$ cat src/display_pkg.sv
// ----------------------------------------------------------
// display package: 640x480 60 Hz timing, flag geometry
// and the sync bundle
// ----------------------------------------------------------

package display_pkg;

    typedef logic [9:0] coord_t;  // screen coordinate, up to 1023

    // horizontal columns, 800 per line
    localparam coord_t H_ACTIVE     = 10'd640;  // first blanking column
    localparam coord_t H_SYNC_START = 10'd656;  // after 16 col front porch
    localparam coord_t H_SYNC_END   = 10'd751;  // 96 col sync pulse
    localparam coord_t H_LAST       = 10'd799;  // 48 col back porch

    // vertical lines, 525 per frame
    localparam coord_t V_ACTIVE     = 10'd480;  // first blanking line
    localparam coord_t V_SYNC_START = 10'd490;  // 10 line front porch
    localparam coord_t V_SYNC_END   = 10'd491;  // 2 line sync pulse
    localparam coord_t V_LAST       = 10'd524;  // 33 line back porch

    // flag at 16:10, 640x400 in the top of the screen
    localparam coord_t FLAG_BOTTOM  = 10'd400;  // first line below flag

    // cross bounds, exclusive on both sides
    localparam coord_t CROSS_ROW_LO = 10'd160;
    localparam coord_t CROSS_ROW_HI = 10'd240;
    localparam coord_t CROSS_COL_LO = 10'd200;
    localparam coord_t CROSS_COL_HI = 10'd280;

    // sync bundle, both syncs active low
    typedef struct packed {
        logic hsync;  // low in horizontal sync window
        logic vsync;  // low in vertical sync window
        logic de;     // high in active area
    } sync_t;

endpackage

$ cat src/palette_pkg.sv
// ----------------------------------------------------------
// palette package: colour type, default colours, wishbone
// bundles and register map of the palette slave
// ----------------------------------------------------------

package palette_pkg;

    typedef logic [11:0] rgb_t;    // {r[3:0], g[3:0], b[3:0]}
    typedef logic [1:0]  wb_adr_t; // palette register address

    // default colours, swedish flag
    localparam rgb_t DEF_FIELD   = 12'h06A;  // blue
    localparam rgb_t DEF_CROSS   = 12'hFC0;  // yellow
    localparam rgb_t DEF_OUTSIDE = 12'h000;  // black

    // register map, address 3 is unused and reads zero
    localparam wb_adr_t ADR_FIELD   = 2'd0;
    localparam wb_adr_t ADR_CROSS   = 2'd1;
    localparam wb_adr_t ADR_OUTSIDE = 2'd2;

    typedef struct packed {
        logic    cyc;
        logic    stb;
        logic    we;
        wb_adr_t adr;
        rgb_t    dat_w;
    } wb_req_t;

    typedef struct packed {
        logic ack;
        rgb_t dat_r;  // valid only with ack
    } wb_rsp_t;

    typedef struct packed {
        rgb_t field;      // flag background
        rgb_t cross_clr;  // flag cross
        rgb_t outside;    // lines below the flag
    } palette_t;

    localparam palette_t DEF_PALETTE = '{
        field:     DEF_FIELD,
        cross_clr: DEF_CROSS,
        outside:   DEF_OUTSIDE
    };

endpackage

$ cat src/display_timing.sv
// ----------------------------------------------------------
// display timing: pixel position counters, sync windows,
// data enable and frame start for 640x480 60 Hz
// ----------------------------------------------------------

`timescale 1ns/1ps

module display_timing import display_pkg::*; (
    input  logic   clk_pix,
    input  logic   reset,
    output coord_t sx,           // current column
    output coord_t sy,           // current line
    output sync_t  sync,         // syncs and de for this position
    output logic   frame_start   // high at position (0,0)
);

    // position counters, advance every clock
    always_ff @(posedge clk_pix) begin
        if (reset) begin
            sx <= '0;
            sy <= '0;  // (0,0) shows in first cycle after reset
        end else if (sx == H_LAST) begin
            sx <= '0;  // end of line
            if (sy == V_LAST) begin
                sy <= '0;  // end of frame
            end else begin
                sy <= sy + 1'b1;
            end
        end else begin
            sx <= sx + 1'b1;
        end
    end

    // decode windows straight from the counters
    always_comb begin
        // active low sync pulses, bounds inclusive
        sync.hsync = ~((sx >= H_SYNC_START) && (sx <= H_SYNC_END));
        sync.vsync = ~((sy >= V_SYNC_START) && (sy <= V_SYNC_END));
        sync.de    = (sx < H_ACTIVE) && (sy < V_ACTIVE);  // visible pixels
    end

    // one pixel wide pulse per frame
    assign frame_start = (sx == '0) && (sy == '0);

endmodule

$ cat src/palette_regs.sv
// ----------------------------------------------------------
// palette registers: wishbone classic slave with pending
// colours, copied to the live palette at frame start
// ----------------------------------------------------------

`timescale 1ns/1ps

module palette_regs import palette_pkg::*; (
    input  logic     clk_pix,
    input  logic     reset,
    input  wb_req_t  wb_req,
    output wb_rsp_t  wb_rsp,
    input  logic     frame_start,
    output palette_t palette       // live palette, stable over a frame
);

    logic     req;      // request on the bus
    logic     ack;      // registered ack
    palette_t pending;  // colours written but not yet shown
    rgb_t     rd_data;

    assign req = wb_req.cyc && wb_req.stb;

    // ack one cycle after request, never two in a row
    // so a held stb is acked every second cycle
    always_ff @(posedge clk_pix) begin
        if (reset) begin
            ack <= 1'b0;
        end else begin
            ack <= req && !ack;
        end
    end

    // write lands at the end of the ack cycle
    always_ff @(posedge clk_pix) begin
        if (reset) begin
            pending <= DEF_PALETTE;
        end else if (ack && req && wb_req.we) begin
            case (wb_req.adr)
                ADR_FIELD:   pending.field     <= wb_req.dat_w;
                ADR_CROSS:   pending.cross_clr <= wb_req.dat_w;
                ADR_OUTSIDE: pending.outside   <= wb_req.dat_w;
                default:     ;  // address 3 ignores writes
            endcase
        end
    end

    // live copy only at frame start, no tearing mid frame
    always_ff @(posedge clk_pix) begin
        if (reset) begin
            palette <= DEF_PALETTE;
        end else if (frame_start) begin
            palette <= pending;
        end
    end

    // readback of pending register
    always_comb begin
        case (wb_req.adr)
            ADR_FIELD:   rd_data = pending.field;
            ADR_CROSS:   rd_data = pending.cross_clr;
            ADR_OUTSIDE: rd_data = pending.outside;
            default:     rd_data = '0;  // unused address
        endcase
    end

    assign wb_rsp.ack   = ack;
    assign wb_rsp.dat_r = ack ? rd_data : '0;  // zero outside ack

endmodule

$ cat src/flag_painter.sv
// ----------------------------------------------------------
// flag painter: palette colour per screen position for the
// swedish flag at 16:10
// ----------------------------------------------------------

`timescale 1ns/1ps

module flag_painter
    import display_pkg::*;
    import palette_pkg::*;
(
    input  coord_t   sx,
    input  coord_t   sy,
    input  palette_t palette,
    output rgb_t     colour    // combinational, not blanked
);

    logic below_flag;  // lines under the 640x400 flag
    logic cross_row;   // horizontal bar of the cross
    logic cross_col;   // vertical bar of the cross

    always_comb begin
        below_flag = (sy >= FLAG_BOTTOM);
        // bar bounds are exclusive
        cross_row  = (sy > CROSS_ROW_LO) && (sy < CROSS_ROW_HI);
        cross_col  = (sx > CROSS_COL_LO) && (sx < CROSS_COL_HI);
    end

    // priority: outside, then cross, then field
    always_comb begin
        if (below_flag) begin
            colour = palette.outside;
        end else if (cross_row || cross_col) begin
            colour = palette.cross_clr;  // either bar
        end else begin
            colour = palette.field;      // blue quarters
        end
    end

endmodule

$ cat src/vga_output.sv
// ----------------------------------------------------------
// vga output stage: blanks colour and registers the pins
// ----------------------------------------------------------

`timescale 1ns/1ps

module vga_output
    import display_pkg::*;
    import palette_pkg::*;
(
    input  logic  clk_pix,
    input  logic  reset,
    input  sync_t sync,
    input  rgb_t  colour,
    output logic  vga_hsync,
    output logic  vga_vsync,
    output rgb_t  vga_rgb
);

    rgb_t blanked;  // colour with blanking applied

    // black in the blanking interval
    assign blanked = sync.de ? colour : '0;

    // one clock from counters to pins
    always_ff @(posedge clk_pix) begin
        if (reset) begin
            vga_hsync <= 1'b1;  // syncs inactive
            vga_vsync <= 1'b1;
            vga_rgb   <= '0;
        end else begin
            vga_hsync <= sync.hsync;
            vga_vsync <= sync.vsync;
            vga_rgb   <= blanked;
        end
    end

endmodule

$ cat src/flag_display_top.sv
// ----------------------------------------------------------
// flag display top: timing, palette slave, painter and
// vga output stage
// ----------------------------------------------------------

`timescale 1ns/1ps

module flag_display_top
    import display_pkg::*;
    import palette_pkg::*;
(
    input  logic    clk_pix,
    input  logic    reset,
    input  wb_req_t wb_req,
    output wb_rsp_t wb_rsp,
    output logic    vga_hsync,
    output logic    vga_vsync,
    output rgb_t    vga_rgb
);

    coord_t   sx;           // pixel position
    coord_t   sy;
    sync_t    sync;         // syncs and de, unregistered
    logic     frame_start;  // pulse at (0,0)
    palette_t palette;      // live palette
    rgb_t     colour;       // painted colour

    display_timing u_timing (
        .clk_pix     (clk_pix),
        .reset       (reset),
        .sx          (sx),
        .sy          (sy),
        .sync        (sync),
        .frame_start (frame_start)
    );

    palette_regs u_palette (
        .clk_pix     (clk_pix),
        .reset       (reset),
        .wb_req      (wb_req),
        .wb_rsp      (wb_rsp),
        .frame_start (frame_start),
        .palette     (palette)
    );

    flag_painter u_painter (
        .sx      (sx),
        .sy      (sy),
        .palette (palette),
        .colour  (colour)
    );

    vga_output u_output (
        .clk_pix   (clk_pix),
        .reset     (reset),
        .sync      (sync),
        .colour    (colour),
        .vga_hsync (vga_hsync),
        .vga_vsync (vga_vsync),
        .vga_rgb   (vga_rgb)
    );

endmodule

$ cat config.mk
export PLATFORM = sky130hd
export DESIGN_NAME = flag_display_top
export DESIGN_NICKNAME = d
export VERILOG_FILES = /design/src/display_pkg.sv /design/src/palette_pkg.sv /design/src/display_timing.sv /design/src/palette_regs.sv /design/src/flag_painter.sv /design/src/vga_output.sv /design/src/flag_display_top.sv
export SDC_FILE = /design/constraint.sdc
export NUM_CORES = 1
export LEC_CHECK = 0
export ABC_AREA = 1
export ABC_CLOCK_PERIOD_IN_PS = 1810
export BUFFER_PORTS_ARGS = -buffer_cell sky130_fd_sc_hd__buf_2
export CAP_MARGIN = 25
export CORE_ASPECT_RATIO = 0.9
export CORE_MARGIN = 4
export CORE_UTILIZATION = 45
export DETAILED_ROUTE_END_ITERATION = 7
export REMOVE_ABC_BUFFERS = 1
export SLEW_MARGIN = 25
export SYNTH_ARGS = -nofsm -noshare
export SYNTH_HDL_FRONTEND = slang
export SYNTH_SLANG_ARGS = --single-unit
export TNS_END_PERCENT = 1
$ cat constraint.sdc
create_clock -name clk_pix -period 1.81 [get_ports clk_pix]
set_input_delay 0.181 -clock clk_pix [delete_from_list [all_inputs] [get_ports clk_pix]]
set_output_delay 0.181 -clock clk_pix [all_outputs]
set_load 0.005 [all_outputs]
==> impl_metrics.csv <==
group,metric,value,unit
run_status,status,"finished, final reports clean",
timing,setup_viol,0,
grt,grt_pass1_wl,20200,um
floorplanning,die_h,107.4,um
synth,synth_top_cell_area_share,43.32,%
synth,yosysMostFrequentCell,"nor2_1",
synth,yosysWarnings,0,
setup_path,rrSetupSlack,0.12,ns
finish,multiInputGateArea,2356,um^2
timing,slew_headroom,70.48,%
placement,dpl_worst_slack,0.08132,ns
detailed_routing,wl_met2,5194,um
power,p_switching,1305,uW
setup_path,startpoint,"u_timing.sy[0]",
synth,seq_area_frac_synth,43.32,%
floorplanning,design.core.area,10770,um^2
finish,num-nets-final,745,
clock_tree,cts_root_buffer,"clkbuf_16",
detailed_routing,via_count,4436,
clock_tree,cts_made_buffers,9,
placement,hpwl,8260,um
min_path,hp-start,"wb_req[15]",
placement,port-buffer-count,45,
job,drv_cap,0,
finish,layout.area.seq,2143,um^2
clock_tree,clk_path_buf_depth,2,
timing,skew,0.01094,ns
grt,grt-ovfl-total,0,
detailed_routing,wl_met1,6159,um
setup_path,endpoint_kind,"flop",
clock_tree,cts_setup_buffers,0,
power,seq_power_share,51.6,%
synth,synth_area,4945,um^2
finish,fill_cells,1103,
setup_path,cp.required,2.11,ns
finish,drive_gt1_share,16.80,%
synth,syn_inst,685,
finish,post-route-util,51.77,%
min_path,min_path_type,"in -> reg",
timing,hold_violations,0,
finish,antenna_cells,0,
setup_path,worstSetupPathType,"reg -> reg",
power,internal_power,3609,uW
detailed_routing,dr.pass1.iters,5,
detailed_routing,wl_met3,578,um
setup_path,path_max_fanout,13,
timing,fmax,591.6,MHz
setup_path,r2r_end,"u_output.vga_rgb[0]",
power,p_per_area,881.8,nW/um^2
synth,synth_ff_type,"dfxtp_1",
detailed_routing,via_per_inst,5.164,
floorplanning,die_w,118.5,um
floorplanning,rows,36,
clock_tree,clkTransAtPathRegs,0.08,ns
power,sw_frac_of_total,26.55,%
synth,synth_edf_count,0,
synth,yosysUniqueCellTypes,35,
timing,period_needed,1.690,ns
floorplanning,boundaryPins,46,
clock_tree,cts_num_sinks,107,
detailed_routing,routed_wl,12100,um
grt,grt_usage,19.50,%
timing,slew_violations,0,
grt,antenna_found_initial,0,
grt,grt_pass1_vias,4060,
setup_path,rr_worst_depth,11,
timing,tightestPinTransition,0.4423,ns
clock_tree,h-tree-depth,3,
synth,synth.top_cells.by_area,"dfxtp_1 43%, nor2_1 12%, nand2_1 8.9%, o21ai_0 5.7%, inv_1 5.2%",
floorplanning,start_util,45.93,%
synth,synth_area_per_cell,7.219,um^2
detailed_routing,drtIter0Drc,403,
power,irDropWorstVdd,0.5144,mV
finish,synthToLayoutAreaGrowth,12.70,%
synth,yosys.area.top_type,"dfxtp_1",
setup_path,cp.arrival,1.99,ns
power,leakage,0.002645,uW
detailed_routing,drt-wirelength-per-cell,14.08,um
timing,fin_crit_sh,93.39,%
timing,worst_slack,0.1197,ns
setup_path,cp-start-kind,"flop",
setup_path,critPathCapture,"u_output.vga_rgb[0]",
detailed_routing,top_layer,"met4",
grt,grt_max_degree,70,
clock_tree,cts_tree,"built",
clock_tree,clk_latency,0.35,ns
power,clkPwrFrac,38.4,%
setup_path,r2r-start,"u_timing.sy[0]",
synth,synth_common_cells,"162 x nor2_1, 117 x nand2_1, 107 x dfxtp_1",
synth,async_flop_share,0,%
detailed_routing,drc_errors,0,
detailed_routing,postRouteAntennaNets,0,
power,pwr-share-comb,10.0,%
floorplanning,dieArea,12730,um^2
synth,ys_ff_latch,107,
placement,gp_congestion,0.8474,
-- state kept, by name (all words and copies together) (netlist names) --
name                flops
u_output.vga_hsync      1
u_output.vga_rgb       12
u_output.vga_vsync      1
u_palette.ack           1
u_palette.palette      36
u_palette.pending      36
u_timing.sx            10
u_timing.sy            10
-- worst min path at each step --
| stage | end | slack, ns | depth (start not counted) |
|---|---|---|---|
| floorplan | u_timing.sy[6] | 0.25 | 1 |
| global placement | u_palette.ack | 0.42 | 3 |
| detailed placement | u_palette.pending[29] | 0.43 | 3 |
| CTS | u_palette.ack | 0.06 | 3 |
| global route | u_palette.ack | 0.08 | 3 |
| finish | u_palette.ack | 0.06 | 3 |
-- area by class of cell --
class,instances,area share [%]
multi-input combinational,473,42.28
sequential,107,38.46
timing repair buffer,55,6.062
inverter,76,5.164
clock buffer,9,4.041
tap,133,2.986
clock inverter,6,1.010
-- cells by family after synthesis --
kind of cell	after synthesis	synth area share, %
AO/OA/AOI/OAI	100	12.93
AND/OR/NAND/NOR	360	31.58
buffers and inverters	105	9.565
flip-flops	107	43.32
XOR/XNOR	9	1.594
adder cells (fa/ha/maj)	4	1.012
-- placed cells by master (no fill, tap or decap), drive strengths merged --
cell type / instances
a211oi: 1
a21oi: 9
a31oi: 1
buf: 55
clkbuf: 9
clkinv: 2
clkinvlp: 1
dfxtp: 107
ha: 4
inv: 79
nand2: 131
nand3: 42
nand4: 9
nor2: 167
nor3: 10
nor4: 1
o211ai: 29
o21a: 1
o21ai: 58
o221ai: 1
xor2: 9
-- metal layers --
| layer | vias to the layer above | GRT usage (%) |
|---|---|---|
| li1 | 2254 | - |
| met1 | 2058 | 28.00 |
| met2 | 108 | 29.33 |
| met3 | 16 | 4.099 |
| met4 | 0 | 6.203 |
| met5 | - | 0 |
-- stage by stage --
stage	setup TNS (ns)	power (uW)	hold WS, ns	area [um^2]	cells
floorplan	-28.86	2900	0.2501	4757	656
global placement	0	3067	0.4194	5266	844
detailed placement	0	3074	0.4337	5266	844
CTS	0	4956	0.05680	5548	859
global route	-0.001320	5144	0.07611	5573	859
finish	0	4914	0.06459	5573	859
-- worst max-delay path, stage by stage (launching register included) --
cell,delay [ns]
dfxtp_1,0.38
inv_1,0.10
ha_1,0.23
nand3_1,0.13
inv_1,0.05
nand3_1,0.10
nand3_4,0.20
nand2_8,0.20
nand2_1,0.07
nand3_1,0.07
nand2_1,0.06
inv_1,0.05
-- power groups by stage --
| stage | clock network [uW] | logic, uW | registers, uW |
|---|---|---|---|
| 3_5_place_dp | 0 | 484 | 2590 |
| 2_1_floorplan | 0 | 320 | 2580 |
| 3_3_place_gp | 0 | 477 | 2590 |
| 5_1_grt | 2030 | 565 | 2550 |
| 6_report | 1890 | 490 | 2540 |
| 4_1_cts | 1930 | 491 | 2540 |
-- what timing repair did --
item / in CTS / in global routing
endpoints found under the hold margin: 0 / 0
endpoints found under the setup margin: 0 / 40
gates resized for setup: 0 / 6
hold buffers: 0 / 0
No activity file was read; power rests on OpenSTA's default activity.
